==> src/design/bpred_pkg.sv <==
package bpred_pkg;

    // Two-bit saturating direction counter
    typedef enum logic [1:0] {
        STRONG_NT = 2'b00,
        WEAK_NT   = 2'b01,
        WEAK_T    = 2'b10,
        STRONG_T  = 2'b11
    } ctr_t;

    // New entries start weakly taken
    localparam ctr_t CTR_ALLOC = WEAK_T;

    // Index bits inside one bank
    localparam int DEFAULT_INDEX_WIDTH = 4;

    // log2 of the number of banks
    localparam int DEFAULT_BANK_BITS = 1;

endpackage

==> src/design/fetch_pkg.sv <==
package fetch_pkg;

    // Instruction address geometry
    localparam int ADDR_WIDTH = 32;

    typedef logic [ADDR_WIDTH-1:0] addr_t;

    // One instruction word per fetch
    localparam addr_t INSTR_BYTES = 32'd4;

    // First fetch address out of reset
    localparam addr_t RESET_VECTOR = 32'h0000_0000;

    // Byte offset within a word, ignored by the predictor
    localparam int WORD_OFFSET_BITS = 2;

endpackage

==> src/design/bank_router.sv <==
module bank_router #(
    parameter int INDEX_WIDTH = bpred_pkg::DEFAULT_INDEX_WIDTH,
    parameter int BANK_BITS   = bpred_pkg::DEFAULT_BANK_BITS
) (
    input  fetch_pkg::addr_t                     lookup_pc_i,
    input  logic                                 resolve_valid_i,
    input  fetch_pkg::addr_t                     resolve_pc_i,
    input  logic                                 resolve_taken_i,
    input  fetch_pkg::addr_t                     resolve_target_i,
    output logic [INDEX_WIDTH-1:0]               lookup_index_o,
    output logic [fetch_pkg::ADDR_WIDTH-fetch_pkg::WORD_OFFSET_BITS-BANK_BITS-INDEX_WIDTH-1:0]
                                                 lookup_tag_o,
    output logic [INDEX_WIDTH-1:0]               upd_index_o,
    output logic [fetch_pkg::ADDR_WIDTH-fetch_pkg::WORD_OFFSET_BITS-BANK_BITS-INDEX_WIDTH-1:0]
                                                 upd_tag_o,
    output fetch_pkg::addr_t                     upd_target_o,
    output logic                                 upd_taken_o,
    output logic [(1 << BANK_BITS)-1:0]          upd_en_o
);

    // Field positions, from the word offset upward
    localparam int BANK_LSB  = fetch_pkg::WORD_OFFSET_BITS;
    localparam int INDEX_LSB = BANK_LSB + BANK_BITS;
    localparam int TAG_LSB   = INDEX_LSB + INDEX_WIDTH;
    localparam int TAG_WIDTH = fetch_pkg::ADDR_WIDTH - TAG_LSB;

    logic [BANK_BITS-1:0] upd_bank;

    // Lookup side
    assign lookup_index_o = lookup_pc_i[INDEX_LSB +: INDEX_WIDTH];
    assign lookup_tag_o   = lookup_pc_i[TAG_LSB +: TAG_WIDTH];

    // Update side
    assign upd_bank     = resolve_pc_i[BANK_LSB +: BANK_BITS];
    assign upd_index_o  = resolve_pc_i[INDEX_LSB +: INDEX_WIDTH];
    assign upd_tag_o    = resolve_pc_i[TAG_LSB +: TAG_WIDTH];
    assign upd_target_o = resolve_target_i;
    assign upd_taken_o  = resolve_taken_i;

    // One-hot bank write enable, only on a resolve strobe
    always_comb begin
        upd_en_o = '0;
        if (resolve_valid_i) begin
            upd_en_o[upd_bank] = 1'b1;
        end
        assert ($onehot0(upd_en_o))
            else $error("bank_router: more than one bank enabled");
        assert (!resolve_valid_i || (upd_en_o != '0))
            else $error("bank_router: resolve strobe reached no bank");
    end

endmodule

==> src/design/fetch_top.sv <==
module fetch_top #(
    parameter int INDEX_WIDTH = bpred_pkg::DEFAULT_INDEX_WIDTH,
    parameter int BANK_BITS   = bpred_pkg::DEFAULT_BANK_BITS
) (
    input  logic             clk_i,
    input  logic             rst_i,
    input  logic             stall_i,
    input  logic             resolve_valid_i,
    input  fetch_pkg::addr_t resolve_pc_i,
    input  logic             resolve_taken_i,
    input  logic             resolve_pred_i,
    input  fetch_pkg::addr_t resolve_target_i,
    output fetch_pkg::addr_t fetch_pc_o,
    output logic             pred_taken_o,
    output logic             flush_o
);

    localparam int NUM_BANKS = 1 << BANK_BITS;
    localparam int TAG_WIDTH = fetch_pkg::ADDR_WIDTH - fetch_pkg::WORD_OFFSET_BITS
                               - BANK_BITS - INDEX_WIDTH;

    fetch_pkg::addr_t                   lookup_pc;
    logic [INDEX_WIDTH-1:0]             lookup_index;
    logic [TAG_WIDTH-1:0]               lookup_tag;
    logic [INDEX_WIDTH-1:0]             upd_index;
    logic [TAG_WIDTH-1:0]               upd_tag;
    fetch_pkg::addr_t                   upd_target;
    logic                               upd_taken;
    logic [NUM_BANKS-1:0]               upd_en;
    logic [NUM_BANKS-1:0]               bank_hit;
    bpred_pkg::ctr_t [NUM_BANKS-1:0]    bank_ctr;
    fetch_pkg::addr_t [NUM_BANKS-1:0]   bank_target;

    bank_router #(
        .INDEX_WIDTH (INDEX_WIDTH),
        .BANK_BITS   (BANK_BITS)
    ) bank_router_i (
        .lookup_pc_i      (lookup_pc),
        .resolve_valid_i  (resolve_valid_i),
        .resolve_pc_i     (resolve_pc_i),
        .resolve_taken_i  (resolve_taken_i),
        .resolve_target_i (resolve_target_i),
        .lookup_index_o   (lookup_index),
        .lookup_tag_o     (lookup_tag),
        .upd_index_o      (upd_index),
        .upd_tag_o        (upd_tag),
        .upd_target_o     (upd_target),
        .upd_taken_o      (upd_taken),
        .upd_en_o         (upd_en)
    );

    // Banks share lookup and update fields, each takes its own write enable
    for (genvar b = 0; b < NUM_BANKS; b++) begin : g_bank
        predictor_bank #(
            .INDEX_WIDTH (INDEX_WIDTH),
            .TAG_WIDTH   (TAG_WIDTH)
        ) predictor_bank_i (
            .clk_i          (clk_i),
            .rst_i          (rst_i),
            .lookup_index_i (lookup_index),
            .lookup_tag_i   (lookup_tag),
            .upd_en_i       (upd_en[b]),
            .upd_index_i    (upd_index),
            .upd_tag_i      (upd_tag),
            .upd_target_i   (upd_target),
            .upd_taken_i    (upd_taken),
            .hit_o          (bank_hit[b]),
            .ctr_o          (bank_ctr[b]),
            .target_o       (bank_target[b])
        );
    end

    pc_unit #(
        .BANK_BITS (BANK_BITS)
    ) pc_unit_i (
        .clk_i            (clk_i),
        .rst_i            (rst_i),
        .stall_i          (stall_i),
        .bank_hit_i       (bank_hit),
        .bank_ctr_i       (bank_ctr),
        .bank_target_i    (bank_target),
        .resolve_valid_i  (resolve_valid_i),
        .resolve_pc_i     (resolve_pc_i),
        .resolve_taken_i  (resolve_taken_i),
        .resolve_pred_i   (resolve_pred_i),
        .resolve_target_i (resolve_target_i),
        .lookup_pc_o      (lookup_pc),
        .fetch_pc_o       (fetch_pc_o),
        .pred_taken_o     (pred_taken_o),
        .flush_o          (flush_o)
    );

endmodule

==> src/design/pc_unit.sv <==
module pc_unit #(
    parameter int BANK_BITS = bpred_pkg::DEFAULT_BANK_BITS
) (
    input  logic                                       clk_i,
    input  logic                                       rst_i,
    input  logic                                       stall_i,
    input  logic [(1 << BANK_BITS)-1:0]                bank_hit_i,
    input  bpred_pkg::ctr_t [(1 << BANK_BITS)-1:0]     bank_ctr_i,
    input  fetch_pkg::addr_t [(1 << BANK_BITS)-1:0]    bank_target_i,
    input  logic                                       resolve_valid_i,
    input  fetch_pkg::addr_t                           resolve_pc_i,
    input  logic                                       resolve_taken_i,
    input  logic                                       resolve_pred_i,
    input  fetch_pkg::addr_t                           resolve_target_i,
    output fetch_pkg::addr_t                           lookup_pc_o,
    output fetch_pkg::addr_t                           fetch_pc_o,
    output logic                                       pred_taken_o,
    output logic                                       flush_o
);

    fetch_pkg::addr_t     pc_q;
    fetch_pkg::addr_t     pc_next;
    fetch_pkg::addr_t     pc_plus4;
    fetch_pkg::addr_t     correction;
    logic [BANK_BITS-1:0] bank_sel;
    logic                 sel_hit;
    bpred_pkg::ctr_t      sel_ctr;
    fetch_pkg::addr_t     sel_target;

    assign lookup_pc_o = pc_q;
    assign fetch_pc_o  = pc_q;
    assign pc_plus4    = pc_q + fetch_pkg::INSTR_BYTES;

    // Pick the bank that owns the current PC
    assign bank_sel   = pc_q[fetch_pkg::WORD_OFFSET_BITS +: BANK_BITS];
    assign sel_hit    = bank_hit_i[bank_sel];
    assign sel_ctr    = bank_ctr_i[bank_sel];
    assign sel_target = bank_target_i[bank_sel];

    // Taken when the entry hits and the counter leans taken
    assign pred_taken_o = sel_hit && sel_ctr[1];

    // Direction mismatch only
    assign flush_o = resolve_valid_i && (resolve_pred_i != resolve_taken_i);

    assign correction = resolve_taken_i ? resolve_target_i
                                        : resolve_pc_i + fetch_pkg::INSTR_BYTES;

    // Flush wins over stall
    always_comb begin
        if (flush_o) begin
            pc_next = correction;
        end else if (stall_i) begin
            pc_next = pc_q;
        end else if (pred_taken_o) begin
            pc_next = sel_target;
        end else begin
            pc_next = pc_plus4;
        end
    end

    always_ff @(posedge clk_i or posedge rst_i) begin
        if (rst_i) begin
            pc_q <= fetch_pkg::RESET_VECTOR;
        end else begin
            pc_q <= pc_next;
        end
    end

    a_flush_on_resolve: assert property (@(posedge clk_i) disable iff (rst_i)
        flush_o |-> resolve_valid_i)
        else $error("pc_unit: flush without a resolved branch");

endmodule

==> src/design/predictor_bank.sv <==
module predictor_bank #(
    parameter int INDEX_WIDTH = bpred_pkg::DEFAULT_INDEX_WIDTH,
    parameter int TAG_WIDTH   = fetch_pkg::ADDR_WIDTH - fetch_pkg::WORD_OFFSET_BITS
                                - bpred_pkg::DEFAULT_BANK_BITS
                                - bpred_pkg::DEFAULT_INDEX_WIDTH
) (
    input  logic                   clk_i,
    input  logic                   rst_i,
    input  logic [INDEX_WIDTH-1:0] lookup_index_i,
    input  logic [TAG_WIDTH-1:0]   lookup_tag_i,
    input  logic                   upd_en_i,
    input  logic [INDEX_WIDTH-1:0] upd_index_i,
    input  logic [TAG_WIDTH-1:0]   upd_tag_i,
    input  fetch_pkg::addr_t       upd_target_i,
    input  logic                   upd_taken_i,
    output logic                   hit_o,
    output bpred_pkg::ctr_t        ctr_o,
    output fetch_pkg::addr_t       target_o
);

    localparam int DEPTH = 1 << INDEX_WIDTH;

    logic [DEPTH-1:0]     valid_q;
    logic [TAG_WIDTH-1:0] tag_q    [DEPTH];
    fetch_pkg::addr_t     target_q [DEPTH];
    bpred_pkg::ctr_t      ctr_q    [DEPTH];

    logic            upd_hit;
    logic            upd_alloc;
    bpred_pkg::ctr_t upd_ctr;
    bpred_pkg::ctr_t ctr_next;

    // Combinational read for the fetch PC
    assign hit_o    = valid_q[lookup_index_i] && (tag_q[lookup_index_i] == lookup_tag_i);
    assign ctr_o    = ctr_q[lookup_index_i];
    assign target_o = target_q[lookup_index_i];

    // Does the resolved branch already own its entry
    assign upd_hit   = valid_q[upd_index_i] && (tag_q[upd_index_i] == upd_tag_i);
    assign upd_alloc = upd_en_i && !upd_hit && upd_taken_i;
    assign upd_ctr   = ctr_q[upd_index_i];

    // Saturating counter step
    always_comb begin
        ctr_next = upd_ctr;
        if (upd_taken_i) begin
            if (upd_ctr != bpred_pkg::STRONG_T) begin
                ctr_next = bpred_pkg::ctr_t'(upd_ctr + 2'b01);
            end
        end else begin
            if (upd_ctr != bpred_pkg::STRONG_NT) begin
                ctr_next = bpred_pkg::ctr_t'(upd_ctr - 2'b01);
            end
        end
    end

    always_ff @(posedge clk_i or posedge rst_i) begin
        if (rst_i) begin
            valid_q <= '0;
        end else if (upd_alloc) begin
            valid_q[upd_index_i] <= 1'b1;
        end
    end

    // Entry payload
    always_ff @(posedge clk_i) begin
        if (upd_en_i && upd_hit) begin
            ctr_q[upd_index_i] <= ctr_next;
            if (upd_taken_i) begin
                target_q[upd_index_i] <= upd_target_i;
            end
        end else if (upd_alloc) begin
            // Taken miss replaces whatever was there
            tag_q[upd_index_i]    <= upd_tag_i;
            target_q[upd_index_i] <= upd_target_i;
            ctr_q[upd_index_i]    <= bpred_pkg::CTR_ALLOC;
        end
    end

    // A hit must expose a counter and target written by an earlier allocation
    a_hit_has_entry: assert property (@(posedge clk_i) disable iff (rst_i)
        hit_o |-> valid_q[lookup_index_i] && !$isunknown(ctr_o) && !$isunknown(target_o))
        else $error("predictor_bank: hit on an entry that was never written");

endmodule

==> config.mk <==
export PLATFORM = sky130hd
export DESIGN_NAME = fetch_top
export DESIGN_NICKNAME = d
export VERILOG_FILES = /design/src/design/bpred_pkg.sv /design/src/design/fetch_pkg.sv /design/src/design/bank_router.sv /design/src/design/fetch_top.sv /design/src/design/pc_unit.sv /design/src/design/predictor_bank.sv
export SDC_FILE = /design/constraint.sdc
export NUM_CORES = 2
export LEC_CHECK = 0
export BUFFER_PORTS_ARGS = -buffer_cell sky130_fd_sc_hd__buf_2
export CORE_UTILIZATION = 40
export CTS_CLUSTER_DIAMETER = 120
export DETAILED_ROUTE_END_ITERATION = 6
export GPL_TIMING_DRIVEN = 0
export SLEW_MARGIN = 20
export SYNTH_ARGS = -nofsm -noshare
export SYNTH_HDL_FRONTEND = slang
export SYNTH_SLANG_ARGS = --single-unit
==> constraint.sdc <==
create_clock -name clk_i -period 7.7 [get_ports clk_i]
set_input_delay 0.77 -clock clk_i [delete_from_list [all_inputs] [get_ports clk_i]]
set_output_delay 0.77 -clock clk_i [all_outputs]
set_load 0.05 [all_outputs]
* After elaboration in Yosys (flattened, before gate mapping) *
Memory sizes are Yosys's and may differ from the RTL's.
Cells that the tools add are included.

operators by class
  add/sub/neg operators = 6
  $lt $le $gt $ge = 6
  reduce and logical (&&, ||, !) cells = 18
  bitwise logic cells = 6
  eq/ne operators = 8
  mux-type cells = 48

operator list
  operator               count
  $mux 32                8
  $eq 25x25->1           4
  $add 32x3->32 const B  2
  $or 16x16->16          2
  $mux 1                 23
  $mux 2                 11
  $bmux 1 s4             4
  $logic_and 1x1->1      14
  $lt 4x5->1 const B     2
  $add 2x1->2 const B    2
  $demux 1 s4            1
  $ge 4x1->1 const B     1
  $lt 1x2->1 const B     2
  $ne 2x2->1 const B     2
  $or 1x1->1             4
  $reduce_bool 2->1      2
  $sub 2x1->2 const B    2
  $logic_not 1->1        2
  $ne 2x1->1 const B     1
  $demux 1 s1            1
  $ge 1x1->1 const B     1
  $ne 1x1->1             1

storage, ports and cells
  bits in writable memories = 1,888
  bits in registers = 64
  memories kept = 6
  output and inout port bits = 34
  bits of input ports = 70
  word-level logic and storage cells = 101

memory list
  name                                 depth  bits a word  rd ports  clocked after Yosys merged registers in  wr ports  RTL line              text
  g_bank[0].predictor_bank_i.target_q  16     32           1         0                                        1         predictor_bank.sv:25  fetch_pkg::addr_t target_q [DEPTH];
  g_bank[1].predictor_bank_i.target_q  16     32           1         0                                        1         predictor_bank.sv:25
  g_bank[0].predictor_bank_i.tag_q     16     25           2         0                                        1         predictor_bank.sv:24  logic [TAG_WIDTH-1:0] tag_q [DEPTH];
  g_bank[1].predictor_bank_i.tag_q     16     25           2         0                                        1         predictor_bank.sv:24
  g_bank[0].predictor_bank_i.ctr_q     16     2            2         0                                        1         predictor_bank.sv:26  bpred_pkg::ctr_t ctr_q [DEPTH];
  g_bank[1].predictor_bank_i.ctr_q     16     2            2         0                                        1         predictor_bank.sv:26

* Depth between registers and ports, before layout *
  depth after elaboration = 11
  gate-level depth with buffers = 19
  gate-level depth less buffers = 10

* Cells and area by module *
A second synthesis with hierarchy kept.

second synthesis, totals
  cell total of the unflattened synthesis = 4,462
  area total of the unflattened synthesis = 87,123.6 sq um

modules (own cells, without submodules)
  module          area an instance (sq um)  cells each  instances  sequential area each (sq um)
  predictor_bank  41,203.3                  1,917       2          28,747.6
  pc_unit         4,017.6                   535         1          800.8
  bank_router     699.4                     93          1          0.0

* Worst setup path before layout *
OpenSTA, ideal clock, no wires.

  kind = in2reg
  start = input port resolve_pc_i[3]
  end = memory g_bank[1].predictor_bank_i.tag_q[13][0] (netlist bit) (enable)
  arrival time = 4.374 ns
  stages on the path = 12
  path slack = 2.941 ns
  path through = clkbuf_1 buf_1 buf_1 mux4_2 mux4_2 xnor2_1 nand4_1 nor3_1 nand4_1 nor2b_1 clkbuf_1 and2_1

between the ends
  word-level cells in the longest chain between the ends = 9
  elaborated cells on any way between the ends = 12

ends and longest elaborated chain
  item                                                RTL line              text
  start, declared                                     fetch_top.sv:9        input fetch_pkg::addr_t resolve_pc_i,
  $mem_v2 16x25 / $bmux 1 s4 (equally long branches)  --
  $eq 25x25->1 / $mux 1 (equally long branches)       predictor_bank.sv:39  assign upd_hit = valid_q[upd_index_i] && (tag_q[upd_index_i] == upd_tag_i);
  $logic_and 1x1->1                                   predictor_bank.sv:39
  $logic_not 1->1                                     predictor_bank.sv:40  assign upd_alloc = upd_en_i && !upd_hit && upd_taken_i;
  $logic_and 1x1->1 (2 in series)                     predictor_bank.sv:40
  $mux 1                                              predictor_bank.sv:72  end else if (upd_alloc) begin
  $mux 1                                              predictor_bank.sv:67  if (upd_en_i && upd_hit) begin
  $mux 1 (implied by the code)                        predictor_bank.sv:74  tag_q[upd_index_i] <= upd_tag_i;
  end, declared                                       predictor_bank.sv:24

Several ways; a longest one is shown, not always the timed one. The select of a mux whose other input is x is not followed.

* Final worst setup path *
  start = register pc_unit_i.pc_q[4] (netlist: pc_unit_i.fetch_pc_o[4])
  end = output port pred_taken_o

between the ends
  word-level cells in the longest chain between the ends = 6
  elaborated cells on any way between the ends = 17

ends and longest elaborated chain
  item                                                RTL line              text
  start, declared                                     pc_unit.sv:21         fetch_pkg::addr_t pc_q;
  start signal, assigned                              pc_unit.sv:64         pc_q <= fetch_pkg::RESET_VECTOR;
  start signal, assigned                              pc_unit.sv:66         pc_q <= pc_next;
  $mem_v2 16x25 / $bmux 1 s4 (equally long branches)  --
  $eq 25x25->1 / $mux 1 (equally long branches)       predictor_bank.sv:34  assign hit_o = valid_q[lookup_index_i] && (tag_q[lookup_index_i] == lookup_tag_i);
  $logic_and 1x1->1                                   predictor_bank.sv:34
  $mux 1 (implied by the code) (2 in series)          pc_unit.sv:36         assign sel_hit = bank_hit_i[bank_sel];
  $logic_and 1x1->1 *                                 pc_unit.sv:41         assign pred_taken_o = sel_hit && sel_ctr[1];
  end, declared                                       fetch_top.sv:14       output logic pred_taken_o,

Every way passes the cells marked *; elsewhere a longest branch is shown, timed or not. The select of a mux whose other input is x is not followed.

==> results.txt <==
The maximum achievable frequency came out at around 0.13 GHz. The cell area that synthesis handed to floorplanning was 0.0856 mm2. The largest stage delay on the critical path is 0.85 ns. The post-route DRC violation count is 9. The deepest clock path buffer count is 3. The global router's overall resource usage came out at between 30% and 40%.

In the final routed layout, each cell accounts on average for approximately 43 um. The number of standard cells after synthesis is about 4300. The number of cells in the finished layout apart from fillers came out at 7675.

In this run the standard cell core region covers ~0.21 mm2. Setup repair after global routing left no endpoint under its margin. The sequential share of power came out at between 30% and 40%. The number of buffer cells added on primary ports came out at 99. The via count of the first global-routing pass is 48500. Measured along the y axis, the die boundary spans 465 um.

The post-synthesis sequential area ratio is about 68%. The switching power came out at roughly 10 mW. The placed cell count came out at 7299. The number of rows in the core area came out at around 170. Setup violations remaining at the end of the flow were counted as 1.

The share of flip-flops with an asynchronous set or reset after synthesis came out at 3.28%. Of the total power, the clock network draws slightly above 30%. In this run the static leakage power is 30.9 nW. The floorplan step set the die width to between 400 and 500 um. The count of filler cells inserted in the layout is approximately 18000. The maximum number of pins on one net before global-route repair is 39. The design draws roughly 30 mW. The number of DRC violations after detailed-routing iteration 0 is around 8000. The path length in cells of the critical path came out at 13. The library cell used most frequently in the layout, excluding fill and tap cells, is sky130_fd_sc_hd__edfxtp_1. Using the TritonRoute via totals, the vias-per-cell ratio works out to between 6 and 7. STA puts the critical path data arrival time at between 7 and 8 ns. The most critical setup path has its startpoint at pc_unit_i.fetch_pc_o[4]. For this configuration, the core starts out at a cell density of about 40%. Adding up every negative setup slack in the final design gives -0.134 ns. The total power density per cell area is approximately 300 mW/mm2. The number of routed nets with antenna violations came out at 0.

The worst setup path is launched from a flop. The clock latency reported for the late side of the worst-skew pair came out at roughly 0.87 ns. In the layout the commonest cells are sky130_fd_sc_hd__edfxtp_1, sky130_fd_sc_hd__mux4_2, sky130_fd_sc_hd__clkbuf_16. After global routing the overflow that remains totals 0. The worst setup path is captured at a primary output.

The weighted congestion reported at the end of routability-driven placement came out at around 1. The clock tree root buffer cell is sky130_fd_sc_hd__clkbuf_16. The count of pins over their slew limit is 0. The final critical path takes up 102% of the cycle.

By instance count, the cell type seen most on the critical path is sky130_fd_sc_hd__buf_2. The worst path in the final design needs a cycle of 7.83 ns, including I/O delays and setup. The mean instance size in the synthesized netlist came out at roughly 20 um2. The first global-routing pass estimated around 440000 um of wire. The library cell contributing the largest single delay on the critical path is sky130_fd_sc_hd__a22oi_1. The HPWL after detailed placement is ~220000 um.

The total clock sinks is 1952. The critical path is of the flop to primary output type. For this run, the number of Yosys warnings is 0. In the final layout, the share of cells above drive strength 1 is 31.5%.

The critical path ends at pred_taken_o. Net switching is between 30% and 40% of the power. The number of storage elements in the synthesis netlist is ~2000. The slack of the worst reg-to-reg path came out at ~0.35 ns.

The number of flops mapped to enable cells by yosys came out at about 1900. The setup slack at placement is -0.266 ns. The relative slew slack is around 14%. After clock tree synthesis, the clock-pin slew on the worst setup and hold paths is roughly 0.07 ns. The signed area change from the synthesized netlist to the final layout is 14.9%. The internal power summed over all cells came out at ~20 mW.

The number of antenna violations at the first check in global routing was 33. Counting cells, the worst reg-to-reg path comes to 16. The pin slew with the least headroom to its limit is between 1 and 1.5 ns. The worst setup skew after layout is ~0.050 ns. Across the run, the number of max-cap violations was 0. The synthesized net count is roughly 4400. Walking the worst path, the cells encountered are buf_2, buf_4, buf_2, buf_2, buf_2, mux4_2, a22oi_1, nand2_1, xnor2_1, nand4_1, nor2_1, a31o_2, buf_2.

The startpoint of the worst-slack reg-to-reg timing path is pc_unit_i.fetch_pc_o[4]. In the final design database the tool counted around 4800 nets. The detailed-route via count came out at about 50000. The tightest min-delay check is of the input port to flop type. The final-report hold violation count is 0. The top-level port count came out at about 100.

The startpoint identified for the worst hold timing path is resolve_pc_i[0]. The final wirelength is 327000 um. The number of buffers inserted during clock tree synthesis is 197.

The required time of the critical path is around 6.9 ns. In this run the number of H-tree levels came out at 4. The CTS tree is built. The number of search-and-repair iterations in the first detailed-routing pass is 7. On the critical path the largest part of the delay comes from buffers and inverters. The capturing point of the worst reg2reg path is pc_unit_i.fetch_pc_o[31]. The count of unique library cells instantiated by Yosys came out at 84. Of all nets on the critical path, the largest fanout is 12. The highest ir drop seen on vdd is roughly 0.23 mV.

For this run, the leading register cell type out of synthesis is sky130_fd_sc_hd__edfxtp_1. The final reports fail on design-rule violations, negative setup slack. The number of buffer and inverter instances along the worst setup path is 6. The floorplan step defined a die boundary enclosing about 0.22 mm2. The run finished, with violations left. The final design utilization is 46.3%. The fraction of power consumed by combinational cells is 29.3%.

After layout, the worst setup slack is -0.134 ns.
[per-stage QoR]
step / hold slack, ns / cell area, um2
5_1_grt: 0.421 / 98400
2_1_floorplan: 0.445 / 85600
3_5_place_dp: 0.473 / 92200
6_report: 0.416 / 98400
4_1_cts: 0.379 / 98300
3_3_place_gp: 0.464 / 89700
[worst register-to-register path, stage by stage, from the launching register on]
cell and delay, ns:
sky130_fd_sc_hd__dfrtp_1 0.47, sky130_fd_sc_hd__buf_2 0.52, sky130_fd_sc_hd__buf_4 0.49, sky130_fd_sc_hd__buf_2 0.62, sky130_fd_sc_hd__buf_2 0.62, sky130_fd_sc_hd__buf_2 0.61, sky130_fd_sc_hd__mux4_2 0.40, sky130_fd_sc_hd__a22oi_1 0.85
sky130_fd_sc_hd__nand2_1 0.30, sky130_fd_sc_hd__a21oi_1 0.22, sky130_fd_sc_hd__nor4b_1 0.26, sky130_fd_sc_hd__nand4_1 0.30, sky130_fd_sc_hd__or4_4 0.65, sky130_fd_sc_hd__nand2_4 0.13, sky130_fd_sc_hd__buf_6 0.15, sky130_fd_sc_hd__nand3_1 0.10
sky130_fd_sc_hd__a32oi_1 0.48
[cell type report]
type / count / area, um2 / share of cell area, %
antenna: 14 / 35.0 / 0.0356
timing repair buffer: 189 / 2620 / 2.66
buffer: 299 / 1560 / 1.58
sequential: 1952 / 58300 / 59.2
clock inverter: 107 / 958 / 0.974
tap: 2821 / 3530 / 3.59
clock buffer: 254 / 5190 / 5.27
inverter: 30 / 115 / 0.117
multi-input combinational: 2009 / 26100 / 26.5
[worst min path at each step]
stage | end | slack [ns] | cells past startpoint
after global routing | pc_unit_i.fetch_pc_o[1] | 0.42 | 4
after floorplan | g_bank[0].predictor_bank_i.valid_q[14] | 0.45 | 1
after detailed placement | g_bank[0].predictor_bank_i.valid_q[4] | 0.47 | 1
final | pc_unit_i.fetch_pc_o[0] | 0.42 | 4
after global placement | g_bank[1].predictor_bank_i.valid_q[3] | 0.46 | 1
after CTS | g_bank[1].predictor_bank_i.target_q[15][1] | 0.38 | 1
[power by group through the flow]
stage	clock network, mW	logic, mW	registers, mW
after CTS	9.39	8.61	12.0
after detailed placement	0	8.58	12.2
final	9.36	8.81	12.0
after global routing	9.77	8.89	12.0
after floorplan	0	4.66	12.2
after global placement	0	8.50	12.2
[what timing repair did]
item                       4_1_cts  5_1_grt
pin swaps                        0        0
buffers inserted                 0        0
hold buffers                     1        0
hold endpoints to repair        26        0
resized for setup                1        2
setup endpoints to repair        1        1
[cell usage after synthesis (6+ instances only)]
master	count	area [um2]
sky130_fd_sc_hd__mux2i_1	174	1740
sky130_fd_sc_hd__nand3_1	49	245
sky130_fd_sc_hd__dfrtp_1	64	1600
sky130_fd_sc_hd__o21ai_0	30	150
sky130_fd_sc_hd__nand4_1	25	156
sky130_fd_sc_hd__o22ai_1	35	219
sky130_fd_sc_hd__edfxtp_1	1888	56700
sky130_fd_sc_hd__xor2_1	62	543
sky130_fd_sc_hd__a32oi_1	12	105
sky130_fd_sc_hd__a2111oi_0	8	70.1
sky130_fd_sc_hd__clkbuf_1	156	586
sky130_fd_sc_hd__mux4_2	743	16700
sky130_fd_sc_hd__o21ai_1	16	80.1
sky130_fd_sc_hd__and2_1	73	457
sky130_fd_sc_hd__a21oi_1	49	245
sky130_fd_sc_hd__a221oi_1	21	184
sky130_fd_sc_hd__buf_1	46	173
sky130_fd_sc_hd__inv_1	27	101
sky130_fd_sc_hd__nand2_1	96	360
sky130_fd_sc_hd__a211oi_1	15	113
sky130_fd_sc_hd__xnor2_1	64	561
sky130_fd_sc_hd__nand2b_1	15	93.8
sky130_fd_sc_hd__nor3_1	35	175
sky130_fd_sc_hd__nor4_1	20	125
sky130_fd_sc_hd__nor2_1	128	480
sky130_fd_sc_hd__o31ai_1	8	60.1
sky130_fd_sc_hd__nor2b_1	16	100
sky130_fd_sc_hd__or2_2	23	144
sky130_fd_sc_hd__or3_1	11	68.8
sky130_fd_sc_hd__nor3b_1	7	52.6
sky130_fd_sc_hd__buf_6	21	236
sky130_fd_sc_hd__o2111ai_1	6	52.6
sky130_fd_sc_hd__or2_1	17	106
sky130_fd_sc_hd__a22oi_1	41	308
sky130_fd_sc_hd__buf_2	57	285
sky130_fd_sc_hd__buf_4	11	82.6
sky130_fd_sc_hd__a31oi_1	23	144
sky130_fd_sc_hd__and3_1	15	93.8
sky130_fd_sc_hd__o211ai_1	10	75.1
sky130_fd_sc_hd__mux2_2	74	833
[layer usage]
metal / part of all wire (%) / GRT usage, % / wire length [um] / up-vias
met3: 11 / 7.53 / 34400 / 788
met5: 0.041 / 0 / 134 / -
li1: - / - / - / 18900
met1: 37 / 38.9 / 120000 / 26900
met2: 46 / 47.3 / 152000 / 3352
met4: 6.4 / 15.5 / 20800 / 22
[registers in the layout, summed over array words and instances (netlist names)]
signal                            count
g_bank.predictor_bank_i.ctr_q        64
g_bank.predictor_bank_i.tag_q       800
g_bank.predictor_bank_i.target_q   1024
g_bank.predictor_bank_i.valid_q      32
pc_unit_i.fetch_pc_o                 32
[logic make-up after synthesis]
group | count (synthesis) | share of synthesized area, %
xor+xnor | 126 | 1.29
buf+inv | 329 | 1.86
simple gates | 559 | 3.43
flops | 1952 | 68.1
fa+ha+maj | 2 | 0.0292
mux | 998 | 22.7
compound gates | 324 | 2.62
(Power assumes the default switching activity.)
